### src/rtl/compute_pkg.sv
package compute_pkg;

    // stream widths
    localparam int data_width = 64;
    localparam int dest_width = 3;

    // descriptor word layout
    localparam int time_of   = 0;
    localparam int time_size = 16;

    // service chain, item 0 sits in the low bits
    localparam int chain_of    = 16;
    localparam int chain_items = 4;
    localparam int chain_size  = chain_items * dest_width;

    localparam int port_of = 28;

    // packet tag, not used by the data path
    localparam int tag_of   = 32;
    localparam int tag_size = 8;

    // fixed destinations
    localparam logic [dest_width-1:0] detour_dest_0 = 3'd0;
    localparam logic [dest_width-1:0] detour_dest_1 = 3'd3;
    localparam logic [dest_width-1:0] dma_dest      = 3'd1;

    typedef enum logic [1:0] {
        steer_idle,
        steer_insert,
        steer_detour
    } steer_state_t;

    typedef enum logic [1:0] {
        comp_idle,
        comp_busy,
        comp_head,
        comp_data
    } compute_state_t;

endpackage

### src/rtl/pkt_if.sv
`timescale 1ns/1ps

interface pkt_if #(
    parameter int data_width = compute_pkg::data_width
);

    logic [data_width-1:0]              data;
    logic                               valid;
    logic                               ready;
    logic                               last;
    logic [compute_pkg::dest_width-1:0] dest;

    // word moves when valid and ready are both high
    modport src (
        output data, valid, last, dest,
        input  ready
    );

    modport snk (
        input  data, valid, last, dest,
        output ready
    );

endinterface

### src/rtl/compute_stage.sv
`timescale 1ns/1ps

module compute_stage #(
    parameter int data_width = compute_pkg::data_width
) (
    input  logic clk,
    input  logic rst,
    pkt_if.snk   buf_out,
    pkt_if.src   comp_s,
    output logic buf_pkt_done,
    output logic credit_add
);

    compute_pkg::compute_state_t state;

    logic [compute_pkg::time_size-1:0]  countdown;
    logic [compute_pkg::time_size-1:0]  head_time;
    logic [compute_pkg::dest_width-1:0] data_dest;
    logic [compute_pkg::dest_width-1:0] next_item;
    logic [compute_pkg::dest_width-1:0] next_dest;
    logic [data_width-1:0]              head_word;
    logic                               sending;
    logic                               out_fire;
    logic                               pkt_end;

    assign head_time = buf_out.data[compute_pkg::time_of +: compute_pkg::time_size];

    // drop the current hop from the chain
    always_comb begin
        head_word = buf_out.data;
        head_word[compute_pkg::chain_of +: compute_pkg::chain_size] =
            buf_out.data[compute_pkg::chain_of +: compute_pkg::chain_size]
            >> compute_pkg::dest_width;
    end

    // empty chain slot means the packet returns to dma
    assign next_item = head_word[compute_pkg::chain_of +: compute_pkg::dest_width];
    assign next_dest = (next_item == '0) ? compute_pkg::dma_dest : next_item;

    assign sending  = (state == compute_pkg::comp_head) || (state == compute_pkg::comp_data);
    assign out_fire = comp_s.valid && comp_s.ready;
    assign pkt_end  = out_fire && buf_out.last;

    assign comp_s.valid  = sending && buf_out.valid;
    assign comp_s.last   = buf_out.last;
    assign comp_s.data   = (state == compute_pkg::comp_head) ? head_word : buf_out.data;
    assign comp_s.dest   = (state == compute_pkg::comp_head) ? next_dest : data_dest;
    assign buf_out.ready = sending && comp_s.ready;

    assign buf_pkt_done = pkt_end;
    assign credit_add   = pkt_end;

    always_ff @(posedge clk) begin
        if (rst) begin
            state     <= compute_pkg::comp_idle;
            countdown <= '0;
        end else begin
            case (state)
                compute_pkg::comp_idle: begin
                    if (buf_out.valid) begin
                        countdown <= head_time;
                        if (head_time == '0) begin
                            state <= compute_pkg::comp_head;
                        end else begin
                            state <= compute_pkg::comp_busy;
                        end
                    end
                end
                compute_pkg::comp_busy: begin
                    // one cycle per unit of processing time
                    if (countdown == 1) begin
                        state <= compute_pkg::comp_head;
                    end
                    countdown <= countdown - 1'b1;
                end
                compute_pkg::comp_head: begin
                    if (out_fire) begin
                        state <= buf_out.last ? compute_pkg::comp_idle : compute_pkg::comp_data;
                    end
                end
                default: begin
                    if (pkt_end) begin
                        state <= compute_pkg::comp_idle;
                    end
                end
            endcase
        end
    end

    // body words follow the head's destination
    always_ff @(posedge clk) begin
        if (state == compute_pkg::comp_head && out_fire) begin
            data_dest <= next_dest;
        end
    end

endmodule

### src/flat_wrapper.sv
// flat-port wrapper written by rule: the top's interface ports become plain ports
module compute_stage_flat 
#(
    parameter int data_width = compute_pkg::data_width
)
  (clk, rst, buf_pkt_done, credit_add, buf_out_data, buf_out_valid, buf_out_last, buf_out_dest, buf_out_ready, comp_s_data, comp_s_valid, comp_s_last, comp_s_dest, comp_s_ready);
  pkt_if #(.data_width(data_width)) buf_out_i ();
  pkt_if #(.data_width(data_width)) comp_s_i ();
  input  logic clk;
  input  logic rst;
  output logic buf_pkt_done;
  output logic credit_add;
  input wire logic [$bits(buf_out_i.data)-1:0] buf_out_data;
  input wire logic [$bits(buf_out_i.valid)-1:0] buf_out_valid;
  input wire logic [$bits(buf_out_i.last)-1:0] buf_out_last;
  input wire logic [$bits(buf_out_i.dest)-1:0] buf_out_dest;
  output wire logic [$bits(buf_out_i.ready)-1:0] buf_out_ready;
  output wire logic [$bits(comp_s_i.data)-1:0] comp_s_data;
  output wire logic [$bits(comp_s_i.valid)-1:0] comp_s_valid;
  output wire logic [$bits(comp_s_i.last)-1:0] comp_s_last;
  output wire logic [$bits(comp_s_i.dest)-1:0] comp_s_dest;
  input wire logic [$bits(comp_s_i.ready)-1:0] comp_s_ready;
  assign buf_out_i.data = buf_out_data;
  assign buf_out_i.valid = buf_out_valid;
  assign buf_out_i.last = buf_out_last;
  assign buf_out_i.dest = buf_out_dest;
  assign buf_out_ready = buf_out_i.ready;
  assign comp_s_data = comp_s_i.data;
  assign comp_s_valid = comp_s_i.valid;
  assign comp_s_last = comp_s_i.last;
  assign comp_s_dest = comp_s_i.dest;
  assign comp_s_i.ready = comp_s_ready;
  compute_stage #(.data_width(data_width)) u_core (.clk(clk), .rst(rst), .buf_out(buf_out_i), .comp_s(comp_s_i), .buf_pkt_done(buf_pkt_done), .credit_add(credit_add));
endmodule
### config.mk
export PLATFORM = sky130hd
export DESIGN_NAME = compute_stage_flat
export DESIGN_NICKNAME = d
export VERILOG_FILES = /design/src/rtl/compute_pkg.sv /design/src/rtl/pkt_if.sv /design/src/rtl/compute_stage.sv /design/src/flat_wrapper.sv
export SDC_FILE = /design/constraint.sdc
export NUM_CORES = 1
export LEC_CHECK = 0
export BUFFER_PORTS_ARGS = -buffer_cell sky130_fd_sc_hd__buf_2
export CAP_MARGIN = 20
export CORE_MARGIN = 5
export CORE_UTILIZATION = 45
export CTS_BUF_LIST = sky130_fd_sc_hd__clkbuf_4 sky130_fd_sc_hd__clkbuf_8 sky130_fd_sc_hd__clkbuf_16
export DETAILED_ROUTE_END_ITERATION = 16
export PLACE_DENSITY = 0.86
export SLEW_MARGIN = 20
export SYNTH_ARGS = -nofsm -noshare
export SYNTH_HDL_FRONTEND = slang
export SYNTH_SLANG_ARGS = --single-unit
### constraint.sdc
create_clock -name clk -period 2.6 [get_ports clk]
set_clock_uncertainty 0.15 [all_clocks]
set_input_delay 0.52 -clock clk [delete_from_list [all_inputs] [get_ports clk]]
set_output_delay 0.52 -clock clk [all_outputs]
set_load 0.05 [all_outputs]
# Word level (Yosys, flattened, before mapping)
# Index checks and enable logic that the tools add are counted.
# classes
n_addsub	1
n_eq_ne	7
n_mux	12
reduce_logical	13
# op_table
operator	n
$pmux 16 s2	1
$mux 28	1
$eq 16x1->1 const B	1
$logic_not 16->1	1
$mux 16	1
$sub 16x1->16 const B	1
$mux 2	6
$mux 3	2
$pmux 2 s3	1
$logic_and 1x1->1	5
$eq 2x2->1 const B	2
$ne 2x1->1 const B	2
$reduce_and 4->1	1
$reduce_bool 4->1	1
$logic_not 3->1	1
$eq 2x1->1 const B	1
$logic_not 2->1	1
$ne 2x2->1 const B	1
$reduce_and 2->1	1
$reduce_bool 2->1	1
$logic_or 1x1->1	1
# word_totals
ff_bits	21

# Depth between registers and ports, before layout
# depth
depth_word	7
mapped_depth	6

# Worst setup path after synthesis
# OpenSTA, ideal clock, no wires.
# synth_timing
path_type	in2out
from	in comp_s_ready
to	out credit_add
t_arrival_ns	1.767
t_required_ns	1.930
slack_ns	0.163
cell_stages	4
cell_sequence	and2_1 nand3_1 inv_1 buf_4
# synth_via
elab_chain_cells	2
# synth_lines
item	line	source
start: declaration	flat_wrapper.sv:22	input wire logic [$bits(comp_s_i.ready)-1:0] comp_s_ready;
$logic_and 1x1->1	compute_stage.sv:41	assign out_fire = comp_s.valid && comp_s.ready;
$logic_and 1x1->1	compute_stage.sv:42	assign pkt_end = out_fire && buf_out.last;
end: declaration	flat_wrapper.sv:12	output logic credit_add;
# No other way between the ends.

# Worst setup path in the final report
# layout_timing
from	reg u_core.state[0]
to	out comp_s_data[27]
# layout_via
elab_chain_cells	2
# layout_lines
item	line	source
start: declaration	compute_stage.sv:14	compute_pkg::compute_state_t state;
start signal: assignment	compute_stage.sv:55	state <= compute_pkg::comp_idle;
start signal: assignment	compute_stage.sv:63	state <= compute_pkg::comp_head;
start signal: assignment	compute_stage.sv:65	state <= compute_pkg::comp_busy;
$eq 2x2->1	compute_stage.sv:46	assign comp_s.data = (state == compute_pkg::comp_head) ? head_word : buf_out.data;
$mux 28	compute_stage.sv:46	
end: declaration	flat_wrapper.sv:18	output wire logic [$bits(comp_s_i.data)-1:0] comp_s_data;
# No other way between the ends.

==> qor.yml <==
cp.arrival_ns: 1.61
clockRootBuffer: "clkbuf_8"
ys_seq_area_share_pct: 21.8
multi_input_area_sq_mm: 0.00107
rows: 24
core_area_sq_mm: 0.00441
cts_tree: "done"
status: "complete, no violations"
fin_cells: 334
io_pins: 144
grt_pass1_wl_microns: 7800
synth_flop_cell: "dfxtp_1"
synth_cells: 274
synth_compound_area_share_pct: 21.0
clock_latency_ns: 0.27
cts.htree.levels: 1
final_common_cell: "buf_2"
crit_family: "buffers and inverters"
fin_total_pwr_mw: 1.11
grt_most_used_layer: "met2"
drive_gt1_share_pct: 31.9
max_slew_margin_pct: 69.3
syn_area_per_cell_sq_um: 7.55
leakagePower_nw: 0.915
synthXorXnorAreaFrac_pct: 0.423
cts_max_path_buffers: 2
yosysUniqueCellTypes: 55
via_per_inst: 5.78
fmax_mhz: 439
area_growth_syn_to_layout_pct: -1.21
drc: 0
grt_overflow: 0
clock_sinks: 21
die_area_sq_mm: 0.00605
first_pass_iters: 5
synth_top_family_by_area: "simple AND/OR/NAND/NOR gates"
cp_max_fo: 15
grt_use_met2_pct: 25.8
synth_edf_count: 3
synthAdderAreaFrac_pct: 1.21
ys_ff_latch: 21
timing.final.crit_share_pct: 87.5
setup_tns_ns: 0
routed_wl_microns: 5040
cts-resized-gates: 0
fin_util_pct: 46.3
rsz0062_at_grt: "false"
gp_congestion: 0.939
fin_hold_ws_ns: 0.329
drt_iter0_markers: 100
cap_violations: 0
required_ns: 1.93
final-seq-area_sq_um: 450
cp_slowest_cell: "dfxtp_1"
nNetsFinal: 357
slowest_delay_ns: 0.32
grt_use_total_pct: 15.3
clk_pin_slew_ns: 0.08
die_x_microns: 77.8
ant_nets: 0
n_antenna_cell: 0
fin_ws_ns: 0.324
worst_slew_pin_slew_ns: 0.460
yosys-mux-area-fraction_pct: 1.45
num_vias: 1932
cts_setup_buffers: 0
grt_max_degree: 21
use_met3_pct: 4.28
grt_pass1_vias: 1703
period_needed_ns: 2.28
yosys_warnings: 0
start_kind: "flip-flop"
hold_class: "input port to flip-flop"
synth_area_sq_mm: 0.00207
power_density_mw_per_mm2: 545
die-height_microns: 77.8
cts_buffers: 3
slew_violations: 0
async_reset_ff_share_pct: 0
cp-end-kind: "output pin"
place_inst: 330
fin_area_sq_mm: 0.00204
hold_viol_final: 0
synthesis.nets: 348
start_util_pct: 46.9
setup_viol: 0
fillers: 431
ctsHoldBuffers: 0
irDropWorstVdd_mv: 0.198
wl_per_cell_microns: 15.1
crit_chain: "buf_4, inv_1, nand2_1, and2_1, buf_2"
antenna_found_initial: 0
preCtsSetupSlack_ns: 0.611
hpwl_microns: 3840
crit_buf_inv: 3
io_buffers: 68
yosys.area_share.simple_pct: 27.5
critPathKind: "flip-flop to output pin"
place_area_sq_mm: 0.00200
final_cell_mix: "buf_2 (68), nand2_1 (46), nor2_1 (18), dfxtp_1 (18), a21oi_1 (15)"
use_met1_pct: 18.4
cell families (layout without fill, tap and decap cells):
group,Yosys count,in the layout
fa+ha+maj,2,2
mux,3,3
compound gates,60,60
xor+xnor,1,1
flops,21,21
buf+inv,78,86
simple gates,109,109
sequential cells by signal (all words and copies together), names as in the netlist:
signal            count
u_core.data_dest      3
u_core.state          2
u_core.countdown     16
cell type report:
cell class | count | area share (%)
clock buffers | 3 | 2.02
multi-input cells | 175 | 52.2
clock inverters | 1 | 0.245
well taps | 52 | 3.18
inverters | 8 | 1.47
flip-flops and latches | 21 | 22.0
repair buffers | 74 | 18.9
metal layers:
metal  part of all wire [%]  up-vias
met1                     38      874
met5                      0        -
met3                     13       11
li1                       -      918
met4                    1.4        0
met2                     48      129
worst paths after layout:
| path | slack (ns) | cells after the start | end | start |
|---|---|---|---|---|
| min | 0.33 | 1 | u_core.data_dest[1] | buf_out_data[20] |
| min reg2reg | 0.36 | 2 | u_core.countdown[12] | u_core.countdown[12] |
| max | 0.32 | 5 | comp_s_data[27] | u_core.state[0] |
| max reg2reg | 0.58 | 6 | u_core.countdown[14] | u_core.countdown[0] |
cell usage after synthesis, drive strengths merged, types with 4 or more instances:
cell type   n  share of area, %
a211oi      6               2.2
a21oi      15               3.6
and2        6               1.8
buf        63                23
clkbuf      7               1.8
dfxtp      18                17
inv         7               1.3
nand2      47               8.7
nand3      11               2.7
nor2       18               3.3
nor3        6               2.5
nor4        7               3.1
o21ai      12               2.9
o31a        4               1.7
worst reg2reg max path, cell delays in order, from the launching register on:
cell and delay [ns]:
dfxtp_1 0.38, inv_1 0.12, ha_1 0.19, nor3b_4 0.41, nand3_1 0.16, o21a_1 0.21, a2111oi_2 0.31
power by group:
| part | internal [mW] | leakage, nW | total [mW] | switching [mW] |
|---|---|---|---|---|
| logic | 0.161 | 0.713 | 0.476 | 0.315 |
| registers | 0.361 | 0.176 | 0.411 | 0.0502 |
| clock network | 0.107 | 0.0255 | 0.227 | 0.120 |
(Power assumes the default switching activity.)
