File: src/rtl/compute_pkg.sv
package compute_pkg;

    // stream widths
    localparam int data_width = 64;
    localparam int dest_width = 3;

    // descriptor word layout
    localparam int time_of   = 0;
    localparam int time_size = 16;

    // service chain, item 0 sits in the low bits
    localparam int chain_of    = 16;
    localparam int chain_items = 4;
    localparam int chain_size  = chain_items * dest_width;

    localparam int port_of = 28;

    // packet tag, not used by the data path
    localparam int tag_of   = 32;
    localparam int tag_size = 8;

    // fixed destinations
    localparam logic [dest_width-1:0] detour_dest_0 = 3'd0;
    localparam logic [dest_width-1:0] detour_dest_1 = 3'd3;
    localparam logic [dest_width-1:0] dma_dest      = 3'd1;

    typedef enum logic [1:0] {
        steer_idle,
        steer_insert,
        steer_detour
    } steer_state_t;

    typedef enum logic [1:0] {
        comp_idle,
        comp_busy,
        comp_head,
        comp_data
    } compute_state_t;

endpackage

File: src/rtl/pkt_fifo.sv
`timescale 1ns/1ps

module pkt_fifo #(
    parameter int width = compute_pkg::data_width,
    parameter int depth = 16
) (
    input  logic                               clk,
    input  logic                               rst,
    input  logic [width-1:0]                   wr_data,
    input  logic                               wr_valid,
    output logic                               wr_ready,
    input  logic                               wr_last,
    input  logic [compute_pkg::dest_width-1:0] wr_dest,
    output logic [width-1:0]                   rd_data,
    output logic                               rd_valid,
    input  logic                               rd_ready,
    output logic                               rd_last,
    output logic [compute_pkg::dest_width-1:0] rd_dest
);

    localparam int ptr_width = (depth > 1) ? $clog2(depth) : 1;
    localparam int cnt_width = $clog2(depth + 1);

    logic [width-1:0]                   mem_data [depth];
    logic                               mem_last [depth];
    logic [compute_pkg::dest_width-1:0] mem_dest [depth];

    logic [ptr_width-1:0] wr_ptr;
    logic [ptr_width-1:0] rd_ptr;
    logic [cnt_width-1:0] count;
    logic                 do_wr;
    logic                 do_rd;

    assign wr_ready = (count != cnt_width'(depth));
    assign rd_valid = (count != '0);
    assign do_wr    = wr_valid && wr_ready;
    assign do_rd    = rd_valid && rd_ready;

    // output shows the oldest entry directly
    assign rd_data = mem_data[rd_ptr];
    assign rd_last = mem_last[rd_ptr];
    assign rd_dest = mem_dest[rd_ptr];

    always_ff @(posedge clk) begin
        if (do_wr) begin
            mem_data[wr_ptr] <= wr_data;
            mem_last[wr_ptr] <= wr_last;
            mem_dest[wr_ptr] <= wr_dest;
        end
    end

    always_ff @(posedge clk) begin
        if (rst) begin
            wr_ptr <= '0;
            rd_ptr <= '0;
            count  <= '0;
        end else begin
            if (do_wr) begin
                wr_ptr <= (wr_ptr == ptr_width'(depth - 1)) ? '0 : wr_ptr + 1'b1;
            end
            if (do_rd) begin
                rd_ptr <= (rd_ptr == ptr_width'(depth - 1)) ? '0 : rd_ptr + 1'b1;
            end
            if (do_wr && !do_rd) begin
                count <= count + 1'b1;
            end else if (do_rd && !do_wr) begin
                count <= count - 1'b1;
            end
        end
    end

endmodule

File: config.mk
export PLATFORM = sky130hd
export DESIGN_NAME = pkt_fifo
export DESIGN_NICKNAME = d
export VERILOG_FILES = /design/src/rtl/compute_pkg.sv /design/src/rtl/pkt_fifo.sv
export SDC_FILE = /design/constraint.sdc
export NUM_CORES = 1
export LEC_CHECK = 0
export BUFFER_PORTS_ARGS = -buffer_cell sky130_fd_sc_hd__buf_2
export CORE_ASPECT_RATIO = 0.75
export CORE_MARGIN = 4
export CORE_UTILIZATION = 46
export CTS_BUF_LIST = sky130_fd_sc_hd__clkbuf_8
export CTS_CLUSTER_SIZE = 14
export DETAILED_ROUTE_END_ITERATION = 10
export PLACE_DENSITY = 0.59
export SYNTH_ARGS = -nofsm -noshare
export SYNTH_HDL_FRONTEND = slang
export SYNTH_SLANG_ARGS = --single-unit
File: constraint.sdc
create_clock -name clk -period 14.38 [get_ports clk]
set_input_delay 0.719 -clock clk [delete_from_list [all_inputs] [get_ports clk]]
set_output_delay 0.719 -clock clk [all_outputs]
set_load 0.05 [all_outputs]
; After elaboration in Yosys (flattened, before gate mapping)
; Memory sizes are Yosys's and may differ from the RTL's. A register that Yosys moved wholly into a read port is not among the register bits.
; Cells that the tools add are included.
; W data, S select, Z words.
[totals]
inputBits = 72
word_cells = 33
out_inout_bits = 70
mem_bits_rw = 1088
n_memories = 3
rom_bits = 0
latchBits = 0
regBits = 13
[memory_table]
columns = memory, depth, word_bits, rd, rd_clocked_by_memory_dff, write_ports, line_no
row1 = mem_data, 16, 64, 1, 1, 1, pkt_fifo.sv:24  ; logic [width-1:0] mem_data [depth];
row2 = mem_dest, 16, 3, 1, 1, 1, pkt_fifo.sv:26  ; logic [compute_pkg::dest_width-1:0] mem_dest [depth];
row3 = mem_last, 16, 1, 1, 1, 1, pkt_fifo.sv:25  ; logic mem_last [depth];
[classes]
n_div = 0
mul = 0
n_addsub = 4
bitwise_logic = 0
shifts = 0
muxes = 12
reduce_logical = 8
magnitude_cmp = 0
n_eq_ne = 3
[ops]
columns = cell, count
row1 = $mux W4, 8
row2 = $mux W5, 2
row3 = $add A4 B1 Y4 const B, 2
row4 = $eq A4 B4 Y1 const B, 2
row5 = $add A5 B1 Y5 const B, 1
row6 = $ne A5 B5 Y1 const B, 1
row7 = $reduce_bool A5 Y1, 1
row8 = $sub A5 B1 Y5 const B, 1
row9 = $logic_and A1 B1 Y1, 4
row10 = $logic_not A1 Y1, 2
row11 = $mux W1, 2
row12 = $reduce_bool A2 Y1, 1

; Logic depth before layout (Yosys ltp)
; Gate-level depths: netlist of run 1.
[logic_depth]
ltp_word = 6
depth_mapped = 11
ltp_nobuf = 10

; Least setup slack after synthesis of run 1
; OpenSTA, ideal clock, no wires.
[synth_timing]
path_kind = input to register
from = input port wr_valid
to = memory mem_data[1][0] in the netlist's numbering (enable)
path_stages = 2
setup_slack_ps = 5860
t_arrival_ps = 7834
path_cell_list = o21ai_4 > nor4b_1
[synth_between]
elab_chain_cells = 3
[synth_lines]
columns = element, line_no
row1 = from (decl), pkt_fifo.sv:10  ; input logic wr_valid,
row2 = $logic_and A1 B1 Y1, pkt_fifo.sv:36  ; assign do_wr = wr_valid && wr_ready;
row3 = $mux W1, pkt_fifo.sv:45  ; if (do_wr) begin
row4 = $mux W1 (implied by the code), pkt_fifo.sv:46  ; mem_data[wr_ptr] <= wr_data;
row5 = to (decl), pkt_fifo.sv:24
; No other way between the ends.

==> reports/summary.txt, run 1 <==
status = finished clean
net count of the mapped netlist = 1,854
Tot Pwr = 0.00747 W
Worst R2R Path Depth = 5
crit-path cells = buf_4 -> buf_12 -> mux4_2 -> a22oi_1 -> nand2_1 -> buf_2
antenna violations before repair = 12
met2 Track Usage GR = 32.1%
gpl congestion = 0.713
GR Overflow Total = 0
grt met1 use = 28.4%
post-route setup slack = 8.79 ns
Setup crit start kind = flip-flop
1st-iter DRT viols = 1,794
Die ar. = 95,100 µm²
signal arrival time at the worst endpoint = 4.87 ns
layout cell share with drive strength beyond 1 = 31.3%
max-cap violation count = 0
count of final setup violators = 0
All-Layer GR Usage = 20.1%
min cycle time layout = 5.59 ns
CTS tree = done
final max-slew violation count = 0
critical path peak fanout = 143
Synth area leaders = edfxtp_1 79%, mux4_2 15%, a22oi_1 2.5%, dfxtp_1 0.82%, nand2_1 0.69%
WP buf/inv = 3
CP delay by family, top = buffers and inverters
nets = 2,102
first-pass GRT wire length = 139,000 µm
Yosys warning total = 0
crit path kind = flip-flop to output pin
global route hottest layer = met2
drt via density = 5.76
post-CTS sizing = 0
area leader, netlist = edfxtp_1
PD cells = 160 nW/µm²
Longest Clk Path Bufs = 3
Die Span X = 355 µm
num rows = 95
worst hold path class = input pin to flip-flop
number of port buffers = 141
Synth-to-Final Area Change = 12.4%
Hold Vio Cnt, Final = 0
CP endpoint kind = output pin
Hold Slack = 0.273 ns
fin crit share = 38.9%
H-Tree Depth = 4
worst r2r src = count[0]$_SDFFE_PP0P_
Slew @ Worst Pin = 1.09 ns
final setup TNS = 0 ns
Clk Latency, worst-skew pair = 0.81 ns
CTS Sinks = 1,105
Filler cells = 7,027
hold_sp = wr_data[10]
cell count after synthesis = 1,772
crit-path max cell delay = 1.03 ns
GRT met3 Usage = 4.23%
most common cell after layout, fill and taps aside = edfxtp_1
Worst path slowest cell = dfxtp_4
Seq cells post-synth = 1,105
DRC Markers = 0
pre-CTS WS = 9.67 ns
skew final = 0.0394 ns
VDD IR-drop max = 0.0855 mV
relative slew slack = 27.1%
Reg clk slew, reported paths = 0.06 ns
Avg Inst Size Synth = 23.4 µm²
Via Count = 19,400
unrepaired setup endpoints after global routing = false
cell area after synthesis = 41,500 µm²
CTS buffer count = 168
vias in the first global route = 20,600
largest net degree at the start of global routing = 144
Synth top area share = 78.8%
most frequent cells in the layout = 1,088 x edfxtp_1, 272 x mux4_2, 170 x clkbuf_8, 141 x buf_2, 136 x a22oi_1
Post-DRT Antenna Nets = 0
Initial Util = 46.3%
postcts setup bufs = 0
Worst EP required = 13.66 ns
core area = 89,500 µm²
I/O Pins = 142
Chip Height = 268 µm
Root Driver = clkbuf_8
fmax = 0.179 GHz
Hold Crit Depth = 1
Post-CTS Hold Fix Bufs = 0
final wirelength = 94,400 µm
Worst path depth = 6
post-DR wirelength/cell = 28.1 µm
DP Wirelength = 43,600 µm
Leakage = 14.7 nW
post-synthesis sequential area ratio = 79.6%
post-synth cell types = 39
TritonRoute pass-1 iters = 5
[worst register-to-register path, delay by kind of cell, from the launching register on]
kind	cells	cell delay, ns
simple gates	3	1.45
flops	1	0.45
buf+inv	1	0.79
compound gates	1	0.16
[state kept, by name, indices dropped and copies added, names as in the netlist, named ones only]
signal,flops
mem_dest,48
count,5
rd_ptr,4
mem_data,1024
wr_ptr,4
mem_last,16
[logic make-up (layout without fill, tap and decap cells)]
group / after synthesis / count (layout) / share of synthesized area, %
flip-flops: 1105 / 1105 / 79.6
multiplexers: 275 / 275 / 14.8
AO/OA/AOI/OAI: 157 / 157 / 2.81
AND/OR/NAND/NOR: 120 / 120 / 1.32
buffers and inverters: 101 / 478 / 1.02
adder cells (fa/ha/maj): 10 / 10 / 0.320
XOR/XNOR: 4 / 4 / 0.0845
other: 0 / 2 / 0
[metal layers]
metal / part of all wire (%) / up-vias
met5: 0.073 / -
met4: 2.0 / 10
met3: 6.6 / 150
met2: 49 / 635
met1: 43 / 10400
li1: - / 8129
[power by group]
group          total, W  leakage [nW]  switching [W]  internal (W)
Sequential      0.00370          9.97      0.0000727       0.00363
Clock           0.00231          1.70        0.00119       0.00112
Combinational   0.00146          3.05       0.000881      0.000583
[cell usage after synthesis]
cell,n
a211oi_1,1
a21o_1,1
a21oi_1,9
a22oi_1,136
a311o_1,1
a31oi_1,1
and2_1,14
and3_1,1
and3_4,1
buf_1,9
buf_2,32
clkbuf_1,54
dfxtp_1,17
edfxtp_1,1088
fa_1,1
ha_1,9
inv_1,5
inv_4,1
mux2_2,1
mux2i_1,2
mux4_2,272
nand2_1,76
nand3_1,3
nor2_1,12
nor2b_1,2
nor3_1,1
nor4_1,2
nor4b_1,4
nor4bb_1,1
o2111a_1,1
o211ai_1,2
o21ai_0,3
o21ai_2,1
o21ai_4,1
or3_1,1
or3b_2,1
or4_1,1
xnor2_1,1
xor2_1,3
[layout make-up]
type                       instances  area (µm²)  share of cell area, %
inverter                           6        25.0                 0.0537
timing repair buffer             173         971                   2.08
tap                             1212        1520                   3.25
multi-input combinational        566        8120                   17.4
sequential                      1105       33000                   70.9
clock inverter                   129         611                   1.31
antenna                            2        5.00                 0.0107
clock buffer                     170        2340                   5.02
[worst paths after layout]
kind	end	slack [ns]
min	mem_data[15][10]$_DFFE_PP_	0.27
max	rd_data[2]	8.79
min reg2reg	flip-flop	0.48
max reg2reg	mem_data[11][35]$_DFFE_PP_	11.15
[per-stage QoR]
stage	instances	util [%]	cell area, µm²
6_report	3363	52.1	46600
5_1_grt	3361	52.1	46600
4_1_cts	3361	52.1	46600
3_5_place_dp	3062	48.8	43600
3_3_place_gp	3062	48.8	43600
2_1_floorplan	1772	-	41500
No activity file was read; power rests on OpenSTA's default activity.
==> inputs of run 2 (changes only) <==
--- a/config.mk
+++ b/config.mk
@@ -12,7 +12,7 @@
 export CTS_BUF_LIST = sky130_fd_sc_hd__clkbuf_8
 export CTS_CLUSTER_SIZE = 14
 export DETAILED_ROUTE_END_ITERATION = 10
-export PLACE_DENSITY = 0.59
+export PLACE_DENSITY = 0.61
 export SYNTH_ARGS = -nofsm -noshare
 export SYNTH_HDL_FRONTEND = slang
 export SYNTH_SLANG_ARGS = --single-unit
==> constraint.sdc (replaced) <==
create_clock -name clk -period 4.9 [get_ports clk]
set_input_delay 0.245 -clock clk [delete_from_list [all_inputs] [get_ports clk]]
set_output_delay 0.245 -clock clk [all_outputs]
set_load 0.05 [all_outputs]
==> reports/summary.txt, run 2 (synthesis results as in run 1) <==
Initial Util = 46.3% (unchanged)
max FFs per register = 1,024 (unchanged)
final setup TNS = 0 ns (unchanged)
Reg clk slew, reported paths = 0.06 ns (about the same)
fin crit share = 75.6%
H-Tree Depth = 4 (unchanged)
crit path kind = flip-flop to output pin (unchanged)
CTS Sinks = 1,105 (unchanged)
layout cell share with drive strength beyond 1 = 30.1% (was 31.3%)
Via Count = 19,500 (was 19,400)
Slew @ Worst Pin = 1.20 ns (was 1.09 ns)
signal arrival time at the worst endpoint = 3.46 ns (was 4.87 ns)
I/O Pins = 142 (unchanged)
largest net degree at the start of global routing = 69 (was 144)
Longest Clk Path Bufs = 3 (unchanged)
register bank with the most flops = mem_data (unchanged)
critical path peak fanout = 63 (was 143)
num rows = 95 (unchanged)
All-Layer GR Usage = 19.6% (was 20.1%)
Hold Vio Cnt, Final = 0 (unchanged)
Clk Latency, worst-skew pair = 0.80 ns (was 0.81 ns)
CP endpoint kind = output pin (unchanged)
CTS buffer count = 164 (was 168)
TritonRoute pass-1 iters = 5 (unchanged)
max-cap violation count = 0 (unchanged)
GR Overflow Total = 0 (unchanged)
CTS tree = done (unchanged)
antenna violations before repair = 7 (was 12)
worst hold path class = input pin to flip-flop (unchanged)
nets = 2,176 (was 2,102)
placed cell area = 43,900 µm² (was 43,600 µm²)
Finished Core Util = 53.0% (was 52.1%)
gpl congestion = 0.715 (was 0.713)
relative slew slack = 19.9% (was 27.1%)
drt via density = 5.69 (was 5.76)
post-DR wirelength/cell = 26.8 µm (was 28.1 µm)
status = finished clean (unchanged)
unrepaired setup endpoints after global routing = false (unchanged)
final wirelength = 91,800 µm (was 94,400 µm)
most common cell after layout, fill and taps aside = edfxtp_1 (unchanged)
final max-slew violation count = 0 (unchanged)
Tot Pwr = 0.0219 W (was 0.00747 W)
fmax = 0.270 GHz
number of port buffers = 141 (unchanged)
DP Wirelength = 45,300 µm (was 43,600 µm)
Setup crit start kind = flip-flop (unchanged)
Leakage = 15.0 nW (was 14.7 nW)
skew final = 0.0215 ns (was 0.0394 ns)
Die ar. = 95,100 µm² (unchanged)
core area = 89,500 µm² (unchanged)
Worst EP required = 4.66 ns (was 13.66 ns)
DRC Markers = 0 (unchanged)
most frequent cells in the layout = 1,088 x edfxtp_1, 272 x mux4_2, 167 x clkbuf_8, 141 x buf_2, 136 x a22oi_1 (was 1,088 x edfxtp_1, 272 x mux4_2, 170 x clkbuf_8, 141 x buf_2, 136 x a22oi_1)
1st-iter DRT viols = 1,979 (was 1,794)
Root Driver = clkbuf_8 (unchanged)
min cycle time layout = 3.71 ns
vias in the first global route = 20,900 (was 20,600)
count of final setup violators = 0 (unchanged)
PD cells = 462 nW/µm² (was 160 nW/µm²)
Chip Height = 268 µm (unchanged)
VDD IR-drop max = 0.283 mV (was 0.0855 mV)
first-pass GRT wire length = 137,000 µm (was 139,000 µm)
fin area = 47,400 µm² (was 46,600 µm²)
Synth-to-Final Area Change = 14.4% (was 12.4%)
Top Registers = mem_data x1024, mem_dest x48, mem_last x16 (unchanged)
Die Span X = 355 µm (unchanged)
postcts setup bufs = 0 (unchanged)
FF-to-FF setup slack = 1.74 ns (was 11.15 ns)
Post-DRT Antenna Nets = 0 (unchanged)
[run 2: routing by layer]
metal / wire [µm] / GRT usage, %
met5: 54 / 0
met4: 1800 / 5.86
met3: 5110 / 3.71
met2: 44800 / 31.9
met1: 40000 / 27.6
[run 2: worst max-delay path: stages (launching register included)]
cell and delay, ns:
dfxtp_4 1.10, buf_4 0.45, mux4_2 0.35, a22oi_1 0.33, nand2_1 0.11, buf_2 0.23
[run 2: worst paths after layout]
check,to,depth (start not counted),start
hold reg to reg,wr_ptr[1]$_SDFFE_PP0P_,2,wr_ptr[1]$_SDFFE_PP0P_
setup reg to reg,count[4]$_SDFFE_PP0P_,10,count[0]$_SDFFE_PP0P_
setup / recovery,rd_data[62],5,flip-flop
hold / removal,mem_data[6][19]$_DFFE_PP_,2,wr_data[19]
[run 2: repair_timing]
item                                    CTS  global route
endpoints found under the hold margin  1105             0
setup endpoints to repair                 0             0
resized for setup                         0             0
hold buffers                             72             0
[run 2: metrics by stage]
stage               hold slack, ns  instances  setup WS, ns
floorplan                    0.314       1772        -0.203
global placement             0.500       3068          1.76
detailed placement           0.508       3068          1.73
CTS                          0.273       3429          1.03
global route                 0.335       3431         0.929
finish                       0.359       3432          1.19
[run 2: layout make-up]
type	count	area, µm²
fill	6910	42100
clock inverter	122	552
clock buffer	167	2300
inverter	6	25.0
sequential	1105	33000
tap	1212	1520
timing repair buffer	251	1860
multi-input combinational	566	8150
antenna	3	7.51
[run 2: power breakdown]
group	internal [W]	switching (W)
Combinational	0.00181	0.00269
Clock	0.00318	0.00341
Sequential	0.0106	0.000192
Total	0.0156	0.00630
