File: config.mk
export PLATFORM = sky130hd
export DESIGN_NAME = egress_arbiter_flat
export DESIGN_NICKNAME = d
export VERILOG_FILES = /design/src/rtl/compute_pkg.sv /design/src/rtl/pkt_if.sv /design/src/rtl/egress_arbiter.sv /design/src/flat_wrapper.sv
export SDC_FILE = /design/constraint.sdc
export NUM_CORES = 1
export LEC_CHECK = 0
export ABC_AREA = 0
export BUFFER_PORTS_ARGS = -buffer_cell sky130_fd_sc_hd__buf_2
export CAP_MARGIN = 20
export CORE_AREA = 2 2 83 85
export DETAILED_ROUTE_END_ITERATION = 7
export DIE_AREA = 0 0 85 87
export GPL_TIMING_DRIVEN = 0
export PLACE_DENSITY = 0.67
export RECOVER_POWER = 25
export SLEW_MARGIN = 20
export SYNTH_ARGS = -nofsm -noshare
export SYNTH_HDL_FRONTEND = slang
export SYNTH_SLANG_ARGS = --single-unit
File: constraint.sdc
create_clock -name clk -period 3.4 [get_ports clk]
set_input_delay 0.51 -clock clk [delete_from_list [all_inputs] [get_ports clk]]
set_output_delay 0.51 -clock clk [all_outputs]
set_load 0.02 [all_outputs]
File: src/rtl/compute_pkg.sv
package compute_pkg;

    // stream widths
    localparam int data_width = 64;
    localparam int dest_width = 3;

    // descriptor word layout
    localparam int time_of   = 0;
    localparam int time_size = 16;

    // service chain, item 0 sits in the low bits
    localparam int chain_of    = 16;
    localparam int chain_items = 4;
    localparam int chain_size  = chain_items * dest_width;

    localparam int port_of = 28;

    // packet tag, not used by the data path
    localparam int tag_of   = 32;
    localparam int tag_size = 8;

    // fixed destinations
    localparam logic [dest_width-1:0] detour_dest_0 = 3'd0;
    localparam logic [dest_width-1:0] detour_dest_1 = 3'd3;
    localparam logic [dest_width-1:0] dma_dest      = 3'd1;

    typedef enum logic [1:0] {
        steer_idle,
        steer_insert,
        steer_detour
    } steer_state_t;

    typedef enum logic [1:0] {
        comp_idle,
        comp_busy,
        comp_head,
        comp_data
    } compute_state_t;

endpackage

File: src/rtl/pkt_if.sv
`timescale 1ns/1ps

interface pkt_if #(
    parameter int data_width = compute_pkg::data_width
);

    logic [data_width-1:0]              data;
    logic                               valid;
    logic                               ready;
    logic                               last;
    logic [compute_pkg::dest_width-1:0] dest;

    // word moves when valid and ready are both high
    modport src (
        output data, valid, last, dest,
        input  ready
    );

    modport snk (
        input  data, valid, last, dest,
        output ready
    );

endinterface

File: src/rtl/egress_arbiter.sv
`timescale 1ns/1ps

module egress_arbiter (
    input  logic clk,
    input  logic rst,
    pkt_if.snk   detour_s,
    pkt_if.snk   comp_s,
    pkt_if.src   out_s
);

    // sel 0 picks the detour stream, 1 the compute stream
    logic locked;
    logic grant;
    logic prio;
    logic sel;
    logic out_fire;

    always_comb begin
        if (locked) begin
            sel = grant;
        end else if (detour_s.valid && comp_s.valid) begin
            sel = prio;
        end else begin
            sel = comp_s.valid;
        end
    end

    assign out_s.valid = sel ? comp_s.valid : detour_s.valid;
    assign out_s.data  = sel ? comp_s.data  : detour_s.data;
    assign out_s.last  = sel ? comp_s.last  : detour_s.last;
    assign out_s.dest  = sel ? comp_s.dest  : detour_s.dest;

    assign detour_s.ready = !sel && out_s.ready;
    assign comp_s.ready   = sel && out_s.ready;

    assign out_fire = out_s.valid && out_s.ready;

    always_ff @(posedge clk) begin
        if (rst) begin
            locked <= 1'b0;
            grant  <= 1'b0;
            prio   <= 1'b0;
        end else if (out_fire) begin
            if (out_s.last) begin
                // packet done, other side goes first next time
                locked <= 1'b0;
                prio   <= !sel;
            end else begin
                locked <= 1'b1;
                grant  <= sel;
            end
        end
    end

endmodule

File: src/flat_wrapper.sv
// flat-port wrapper written by rule: the top's interface ports become plain ports
module egress_arbiter_flat 
  (clk, rst, detour_s_data, detour_s_valid, detour_s_last, detour_s_dest, detour_s_ready, comp_s_data, comp_s_valid, comp_s_last, comp_s_dest, comp_s_ready, out_s_data, out_s_valid, out_s_last, out_s_dest, out_s_ready);
  pkt_if detour_s_i ();
  pkt_if comp_s_i ();
  pkt_if out_s_i ();
  input  logic clk;
  input  logic rst;
  input wire logic [$bits(detour_s_i.data)-1:0] detour_s_data;
  input wire logic [$bits(detour_s_i.valid)-1:0] detour_s_valid;
  input wire logic [$bits(detour_s_i.last)-1:0] detour_s_last;
  input wire logic [$bits(detour_s_i.dest)-1:0] detour_s_dest;
  output wire logic [$bits(detour_s_i.ready)-1:0] detour_s_ready;
  input wire logic [$bits(comp_s_i.data)-1:0] comp_s_data;
  input wire logic [$bits(comp_s_i.valid)-1:0] comp_s_valid;
  input wire logic [$bits(comp_s_i.last)-1:0] comp_s_last;
  input wire logic [$bits(comp_s_i.dest)-1:0] comp_s_dest;
  output wire logic [$bits(comp_s_i.ready)-1:0] comp_s_ready;
  output wire logic [$bits(out_s_i.data)-1:0] out_s_data;
  output wire logic [$bits(out_s_i.valid)-1:0] out_s_valid;
  output wire logic [$bits(out_s_i.last)-1:0] out_s_last;
  output wire logic [$bits(out_s_i.dest)-1:0] out_s_dest;
  input wire logic [$bits(out_s_i.ready)-1:0] out_s_ready;
  assign detour_s_i.data = detour_s_data;
  assign detour_s_i.valid = detour_s_valid;
  assign detour_s_i.last = detour_s_last;
  assign detour_s_i.dest = detour_s_dest;
  assign detour_s_ready = detour_s_i.ready;
  assign comp_s_i.data = comp_s_data;
  assign comp_s_i.valid = comp_s_valid;
  assign comp_s_i.last = comp_s_last;
  assign comp_s_i.dest = comp_s_dest;
  assign comp_s_ready = comp_s_i.ready;
  assign out_s_data = out_s_i.data;
  assign out_s_valid = out_s_i.valid;
  assign out_s_last = out_s_i.last;
  assign out_s_dest = out_s_i.dest;
  assign out_s_i.ready = out_s_ready;
  egress_arbiter u_core (.clk(clk), .rst(rst), .detour_s(detour_s_i), .comp_s(comp_s_i), .out_s(out_s_i));
endmodule
== Word level (Yosys, flattened, before mapping) ==
Index checks and enable logic that the tools add are counted.

* ROM bits: 0
* Input port bits: 141
* Output and inout port bits: 71
* Memories kept: 0
* Register bits after elaboration: 3
* Bits in latches: 0
* Memory bits (writable): 0

* $mul: 0
* Add/sub/neg operators: 0
* Divide/modulo/power cells: 0
* Shift operators: 0
* Bitwise operators: 1
* Muxes and demuxes: 7
* Magnitude comparators: 0
* Equality and inequality tests: 0
* Reductions and logical operators: 7

{| class="wikitable"
|+ Operators with widths
! operator !! count
|-
| two-way mux 64 bit || 1
|-
| two-way mux 1 bit || 5
|-
| logical AND 1 bit || 4
|-
| AND reduction 2 bit || 2
|-
| two-way mux 3 bit || 1
|-
| zero test 1 bit || 1
|-
| inverter 1 bit || 1
|}

== Longest topological paths before layout ==
Gate-level depths: netlist of run 1.

* Word-level depth: 6
* Gate-level depth with buffers: 6
* Mapped depth without buffers: 4

== Worst setup path before layout of run 1 ==
Ideal clock, no wire load.

* Path type: input -> output
* From: input detour_s_valid
* To: output out_s_last
* Arrival: 1.580 ns
* Required time: 2.890 ns
* Stages on the path: 5
* Slack: 1.310 ns
* Path buffers: 2
* Cells stage by stage: nor2b_1 o21a_1 buf_2 buf_6 o21ai_0

* Cells in the longest elaborated chain, start to end: 4

{| class="wikitable"
|+ Ends and longest elaborated chain
! item !! line !! source
|-
| start, declared || flat_wrapper.sv:10 || <nowiki>input wire logic [$bits(detour_s_i.valid)-1:0] detour_s_valid;</nowiki>
|-
| logical AND 1 bit || egress_arbiter.sv:21 || <nowiki>end else if (detour_s.valid && comp_s.valid) begin</nowiki>
|-
| two-way mux 1 bit || egress_arbiter.sv:21 ||
|-
| two-way mux 1 bit || egress_arbiter.sv:19 || <nowiki>if (locked) begin</nowiki>
|-
| two-way mux 1 bit || egress_arbiter.sv:30 || <nowiki>assign out_s.last = sel ? comp_s.last : detour_s.last;</nowiki>
|-
| end, declared || flat_wrapper.sv:21 || <nowiki>output wire logic [$bits(out_s_i.last)-1:0] out_s_last;</nowiki>
|}

No other way between the ends.

== Final worst setup path of run 1 ==
* From: input detour_s_valid
* To: output out_s_data[3]

* Cells in the longest elaborated chain, start to end: 4

{| class="wikitable"
|+ Ends and longest elaborated chain
! item !! line !! source
|-
| logical AND 1 bit || egress_arbiter.sv:21 ||
|-
| two-way mux 1 bit || egress_arbiter.sv:21 ||
|-
| two-way mux 1 bit || egress_arbiter.sv:19 ||
|-
| two-way mux 64 bit || egress_arbiter.sv:29 || <nowiki>assign out_s.data = sel ? comp_s.data : detour_s.data;</nowiki>
|-
| end, declared || flat_wrapper.sv:19 || <nowiki>output wire logic [$bits(out_s_i.data)-1:0] out_s_data;</nowiki>
|}

No other way between the ends.

==> impl_metrics.toml, run 1 <==
[run_status]
status = "completed"

[global_routing]
grt_pass1_wl_um = 8148
antenna_found_initial = 0
first_global_vias = 1897
overflow = 0
grt_max_degree = 11
grt.total_usage = 0.1285

[cells_and_area]
final_nets = 602
design_area_mm2 = 0.002238
multiInputGateArea_um2 = 910.9
drive_gt1_frac = 0.4630
fill_cells = 760
n_antenna_cell = 0
seq_area_um2 = 60.06
area_delta_synth_final_pct = 110.2

[routing]
drcViolationCount = 0
firstDrtPassIters = 4
drtIter0Drc = 33
vias_per_cell = 4.096
drt-total-wl_um = 5344
wl_per_cell_um = 9.896
ant_nets = 0
vias = 2212

[die]
std_cell_rows = 30
dieArea_mm2 = 0.007395
core_mm2 = 0.006569
io_pins = 212
start_util = 0.1621
die_x_um = 85
die-height_um = 87

[worst_setup_path]
cp.required_ns = 2.89
cp_slowest_stage_delay_ns = 0.41
crit_buf_inv = 4
crit_family = "buffers and inverters"
cp.arrival_ns = 2.18
crit_path_cell_trace = "buf_2 -> nor2b_1 -> o21a_1 -> clkbuf_1 -> clkbuf_1 -> nand2_1 -> nand2_1 -> clkbuf_1"
cp-end-kind = "output port"
worstPathMaxFanout = 10
path_common_cell = "clkbuf_1"
r2r_setup_slack_ns = 1.61
path_class = "primary input to output port"
crit_slowest_cell = "clkbuf_1"
startpoint_type = "primary input"

[yosys]
synth_compound_area_frac = 0.1069
yosysTopAreaCell = "nand2_1"
synthXorXnorAreaFrac = 0
yosys.area_share.simple = 0.7391
synth.cell_area_mm2 = 0.001065
muxShareOfSynthArea = 0.009401
ys_seq_elements = 3
ys_types = 21
synth_top_family_by_area = "simple AND/OR/NAND/NOR gates"
synth-seq-area-share = 0.05640
postSynthAreaPerCell_um2 = 4.346
synthTopCellsByArea = "nand2_1 71%, buf_2 5.6%, dfxtp_1 5.6%"
yosys.area_share.adder = 0
synth_nets = 386
synth.top_cell.area_share = 0.7121
yosysWarningCount = 0
syn_inst = 245

[sta]
worst_pin_slew_ns = 0.4337
final-hold-violation-count = 0
fin_ws_ns = 0.7059
skew_ns = 0.001200
slew_viol_final = 0
hold_slack_ns = 0.4953
relSlewSlack = 0.7109
setup_tns_ns = 0
rsz0062_at_grt = "no"
fmax_ghz = 0.3712
layout_min_cycle_time_ns = 2.694
setup_viol = 0
finalCritPeriodShare = 0.7924

[power_and_ir_drop]
p_leak_nw = 1.529
p_total_mw = 0.5734
power_density_mw_per_mm2 = 256.1
ir_drop_mv = 0.1109

[clock_tree]
cts_buffers = 3
post-cts-setup-buffer-count = 0
clockRootBuffer = "clkbuf_8"
h-tree-depth = 1
cts_tree = "yes"
cts_max_path_buffers = 2
cts_resized = 0
cts.sinks = 3
hold_buffers = 0
clkSlewWorstSetupHoldPaths_ns = 0.03
clkLatencyLatePin_ns = 0.21

[min_path]
hold_path.class = "primary input to flop"

[job]
drv_cap = 0

[placed_design]
place_ws_ns = 0.9506
port_buffers = 211
placed_area_mm2 = 0.002221
hpwl_um = 4579
gp_congestion = 0.8053
==> power breakdown <==
part | internal (mW) | switching, mW | leakage [nW]
Combinational | 0.162 | 0.268 | 1.48
Clock | 0.0799 | 0.0231 | 0.0228
Sequential | 0.0377 | 0.00265 | 0.0245
Total | 0.280 | 0.293 | 1.53
==> layer usage <==
| layer | vias up | track usage | routed length [µm] |
|---|---|---|---|
| met4 | 0 | 0.02165 | 12 |
| met1 | 929 | 0.1466 | 2074 |
| met3 | 2 | 0.02180 | 495 |
| met5 | - | 0 | 0 |
| li1 | 1172 | - | - |
| met2 | 109 | 0.2514 | 2762 |
==> state kept, by name, indices dropped and copies added, names as in the netlist <==
| name | cells |
|---|---|
| u_core.prio | 1 |
| u_core.grant | 1 |
| u_core.locked | 1 |
==> synthesized netlist by cell type <==
master,instances
a211oi_4,1
a21oi_1,4
a311oi_1,1
buf_2,12
buf_6,1
clkbuf_1,2
dfxtp_1,3
inv_1,4
mux2i_1,1
nand2_1,202
nand2b_1,1
nand3_1,1
nor2_1,3
nor2b_1,1
o2111ai_2,1
o211ai_1,1
o21a_1,1
o21ai_0,2
o21ai_2,1
o31ai_1,1
o41ai_1,1
==> path summary, 6_finish.rpt <==
| check | start | endpoint | depth (start not counted) |
|---|---|---|---|
| worst max register to register | u_core.locked$_SDFFE_PP0P_ | u_core.locked$_SDFFE_PP0P_ | 6 |
| worst min register to register | u_core.grant$_SDFFE_PP0P_ | u_core.grant$_SDFFE_PP0P_ | 2 |
| worst max-delay path | detour_s_valid | out_s_data[3] | 8 |
| worst min-delay path | rst | u_core.grant$_SDFFE_PP0P_ | 2 |
==> cells by family (layout without fill, tap and decap cells) <==
family | Yosys count | in the layout
AO/OA/AOI/OAI | 14 | 14
flip-flops | 3 | 3
AND/OR/NAND/NOR | 208 | 208
multiplexers | 1 | 1
buffers and inverters | 19 | 234
==> cell usage in the layout (no fill, tap or decap) <==
cell type	netlist	final
o2111ai_2	1	1
o21a_1	1	1
o41ai_1	1	1
nand2_1	202	202
mux2i_1	1	1
dfxtp_1	3	3
nand3_1	1	1
buf_2	12	207
clkbuf_1	2	20
o31ai_1	1	1
o21ai_2	1	1
a311oi_1	1	1
nor2_1	3	3
o21ai_0	2	2
inv_1	4	4
o211ai_1	1	1
a211oi_4	1	1
clkbuf_8	0	3
nand2b_1	1	1
a21oi_1	4	4
nor2b_1	1	1
==> through the flow <==
step / instances / utilization
global route: 540 / 0.3408
floorplan: 245 / -
finish: 540 / 0.3408
global placement: 536 / 0.3381
CTS: 540 / 0.3450
detailed placement: 536 / 0.3381
==> area by class of cell <==
| class | instances | share of cell area |
|---|---|---|
| buffer | 15 | 0.02851 |
| tap | 80 | 0.04472 |
| multi-input combinational | 223 | 0.4069 |
| timing repair buffer | 211 | 0.4662 |
| inverter | 4 | 0.006708 |
| sequential | 3 | 0.02683 |
| clock buffer | 4 | 0.02012 |
Power figures use the tool's default switching activity.
==> run 2, diff against run 1 <==
Settings changed: ABC_AREA 0 to 1, CORE_AREA 2 2 83 85 to 2 2 81 83, DIE_AREA 0 0 85 87 to 0 0 83 85, PLACE_DENSITY 0.67 to 0.69.
Clock period 3.4 ns to 2.55 ns, I/O delays scaled along.
==> run 2 against run 1 <==
Wire length down 3.4%. Count of clock-buffer cells in the layout did not move. Clock power is 31% higher. Non-clock buffer count is 1 lower. Sequential share of layout area hardly changed. Core utilization rose by 2.2 points. Synthesized cell count rose by 3.3%. Critical path type is now flop to output port. Die area shrank 4.6%. Register-to-register slack got worse by 0.42 ns. Largest power group unchanged.
==> impl_metrics.toml, run 2 <==
[clock_tree]
cts_max_path_buffers = 2
hold_buffers = 0
clkSlewWorstSetupHoldPaths_ns = 0.03
cts_resized = 0
clockRootBuffer = "clkbuf_8"
clkLatencyLatePin_ns = 0.21
cts_buffers = 3
cts_tree = "yes"
post-cts-setup-buffer-count = 0
h-tree-depth = 1
cts.sinks = 3

[run_status]
status = "completed"

[min_path]
hold_path.class = "primary input to flop"

[sta]
relSlewSlack = 0.7600
finalCritPeriodShare = 0.8329
setup_viol = 0
layout_min_cycle_time_ns = 2.124
worst_pin_slew_ns = 0.3601
setup_tns_ns = 0
rsz0062_at_grt = "no"
fmax_ghz = 0.4709
slew_viol_final = 0
skew_ns = 0.001093
final-hold-violation-count = 0

[worst_setup_path]
cp_num_cells = 8
worstRegToRegCells = 8
cp.arrival_ns = 1.74
crit_buf_inv = 3
cp-end-kind = "output port"
startpoint_type = "flop"
r2r_setup_slack_ns = 1.19
cp.required_ns = 2.17
cp-endpoint = "out_s_data[6]"
crit_path_cell_trace = "nor2_1 -> nand2_1 -> nand2_4 -> inv_1 -> buf_2 -> nand2_1 -> nand2_1 -> clkbuf_1"
worstPathMaxFanout = 10
reg2reg_from = "u_core.locked$_SDFFE_PP0P_"
crit_start = "u_core.locked$_SDFFE_PP0P_"
path_class = "flop to output port"
reg2reg_to = "u_core.grant$_SDFFE_PP0P_"
crit_family = "buffers and inverters"
cp_slowest_stage_delay_ns = 0.35
path_common_cell = "nand2_1"
crit_slowest_cell = "dfxtp_1"

[yosys]
synthFlopType = "dfxtp_1"
synth.top_cell.area_share = 0.7359
syn_inst = 253
ys_seq_elements = 3
synth_nets = 394
yosys.area_share.adder = 0
yosys.area_share.simple = 0.8134
async_flop_share = 0
muxShareOfSynthArea = 0
postSynthAreaPerCell_um2 = 4.214
netlist_top_cells_count = "209 x nand2_1, 10 x buf_2, 7 x inv_1, 7 x nor2_1, 5 x nand3_1"
synth_compound_area_frac = 0.01643
synthXorXnorAreaFrac = 0
yosys.cell_count.top_type = "nand2_1"
yosysWarningCount = 0
synth_top_family_by_area = "simple AND/OR/NAND/NOR gates"
synth.cell_area_mm2 = 0.001066
synth-seq-area-share = 0.05634
ys_types = 15
synthTopCellsByArea = "nand2_1 74%, dfxtp_1 5.6%, buf_2 4.7%"
yosysTopAreaCell = "nand2_1"
synth-edff-count = 0

[routing]
vias = 2215
firstDrtPassIters = 4
drcViolationCount = 0
wl_per_cell_um = 9.475
vias_per_cell = 4.064
ant_nets = 0
drt-total-wl_um = 5164
drtIter0Drc = 43

[cells_and_area]
n_antenna_cell = 0
final_cell_mix = "211 x buf_2, 210 x nand2_1, 11 x clkbuf_1"
area_delta_synth_final_pct = 110.9
drive_gt1_frac = 0.4679
top_regs = "u_core.grant: 1 flops, u_core.locked: 1 flops, u_core.prio: 1 flops"
final_nets = 610
final_common_cell = "buf_2"

[die]
core_mm2 = 0.006205
io_pins = 212
start_util = 0.1718
std_cell_rows = 29
die_x_um = 83
dieArea_mm2 = 0.007055
die-height_um = 85

[power_and_ir_drop]
p_total_mw = 0.7860
seqPwrFrac = 0.067
p_comb_frac = 0.761
clkPwrFrac = 0.172
swShare = 0.5083
p_leak_nw = 1.601
power_density_mw_per_mm2 = 349.6
internal_power_mw = 0.3865
ir_drop_mv = 0.2689
p_switching_mw = 0.3995

[global_routing]
grt.total_usage = 0.1352
grt_use_met1 = 0.1529
use_met3 = 0.01556
grt_max_degree = 11
global_route.peak_usage_layer = "met2"
antenna_found_initial = 0
overflow = 0
grt_pass1_wl_um = 8328
first_global_vias = 2012
use_met2 = 0.2735

[job]
drv_cap = 0

[placed_design]
gp_congestion = 0.8075
port_buffers = 211
hpwl_um = 4499
## run 2: power groups by stage
stage | Clock, mW | Sequential (mW) | Combinational [mW]
after global placement | 0 | 0.0535 | 0.602
final | 0.135 | 0.0529 | 0.598
after floorplan | 0 | 0.0531 | 0.351
after CTS | 0.139 | 0.0529 | 0.611
after global routing | 0.142 | 0.0535 | 0.664
after detailed placement | 0 | 0.0535 | 0.609
## run 2: per-layer routing
layer	vias up	routed length (µm)
met2	116	2774
met3	0	419
met5	-	0
met4	0	0
li1	1179	-
met1	920	1970
## run 2: worst reg2reg max path: cells and delay by family (launching register included)
family                 cells  cell delay (ns)
flip-flops                 1             0.35
AND/OR/NAND/NOR            6             0.50
buffers and inverters      2             0.41
## run 2: cell families after synthesis
kind of cell / Yosys count
buffers and inverters: 22
AOI/OAI and AO/OA: 3
and+or+nand+nor: 225
DFF: 3
## run 2: final cells by class
type | count | area (µm²)
fill | 703 | 3956
timing repair buffer | 211 | 1045
multi-input combinational | 228 | 882.1
tap | 77 | 96.34
buffer | 14 | 90.09
sequential | 3 | 60.06
clock buffer | 4 | 45.04
inverter | 8 | 30.03
## run 2: how the worst min path moves through the flow
| stage | from | to | slack, ns | cells after the start |
|---|---|---|---|---|
| 2_1_floorplan | rst | u_core.prio$_SDFFE_PP0P_ | 0.45 | 1 |
| 3_3_place_gp | u_core.grant$_SDFFE_PP0P_ | u_core.grant$_SDFFE_PP0P_ | 0.50 | 2 |
| 3_5_place_dp | u_core.grant$_SDFFE_PP0P_ | u_core.grant$_SDFFE_PP0P_ | 0.51 | 2 |
| 4_1_cts | rst | u_core.prio$_SDFFE_PP0P_ | 0.36 | 2 |
| 5_1_grt | rst | u_core.prio$_SDFFE_PP0P_ | 0.38 | 2 |
| 6_report | rst | u_core.prio$_SDFFE_PP0P_ | 0.37 | 2 |
## run 2: metrics by stage
step                worst slack, ns    util  std cells  area [µm²]  hold slack (ns)
floorplan                    0.9563       -        253        1066           0.4516
global placement             0.6459  0.3575        541        2218           0.4952
detailed placement           0.6035  0.3575        541        2218           0.5122
CTS                          0.5505  0.3648        545        2263           0.3644
global route                 0.2257  0.3624        545        2248           0.3842
finish                       0.4262  0.3624        545        2248           0.3687
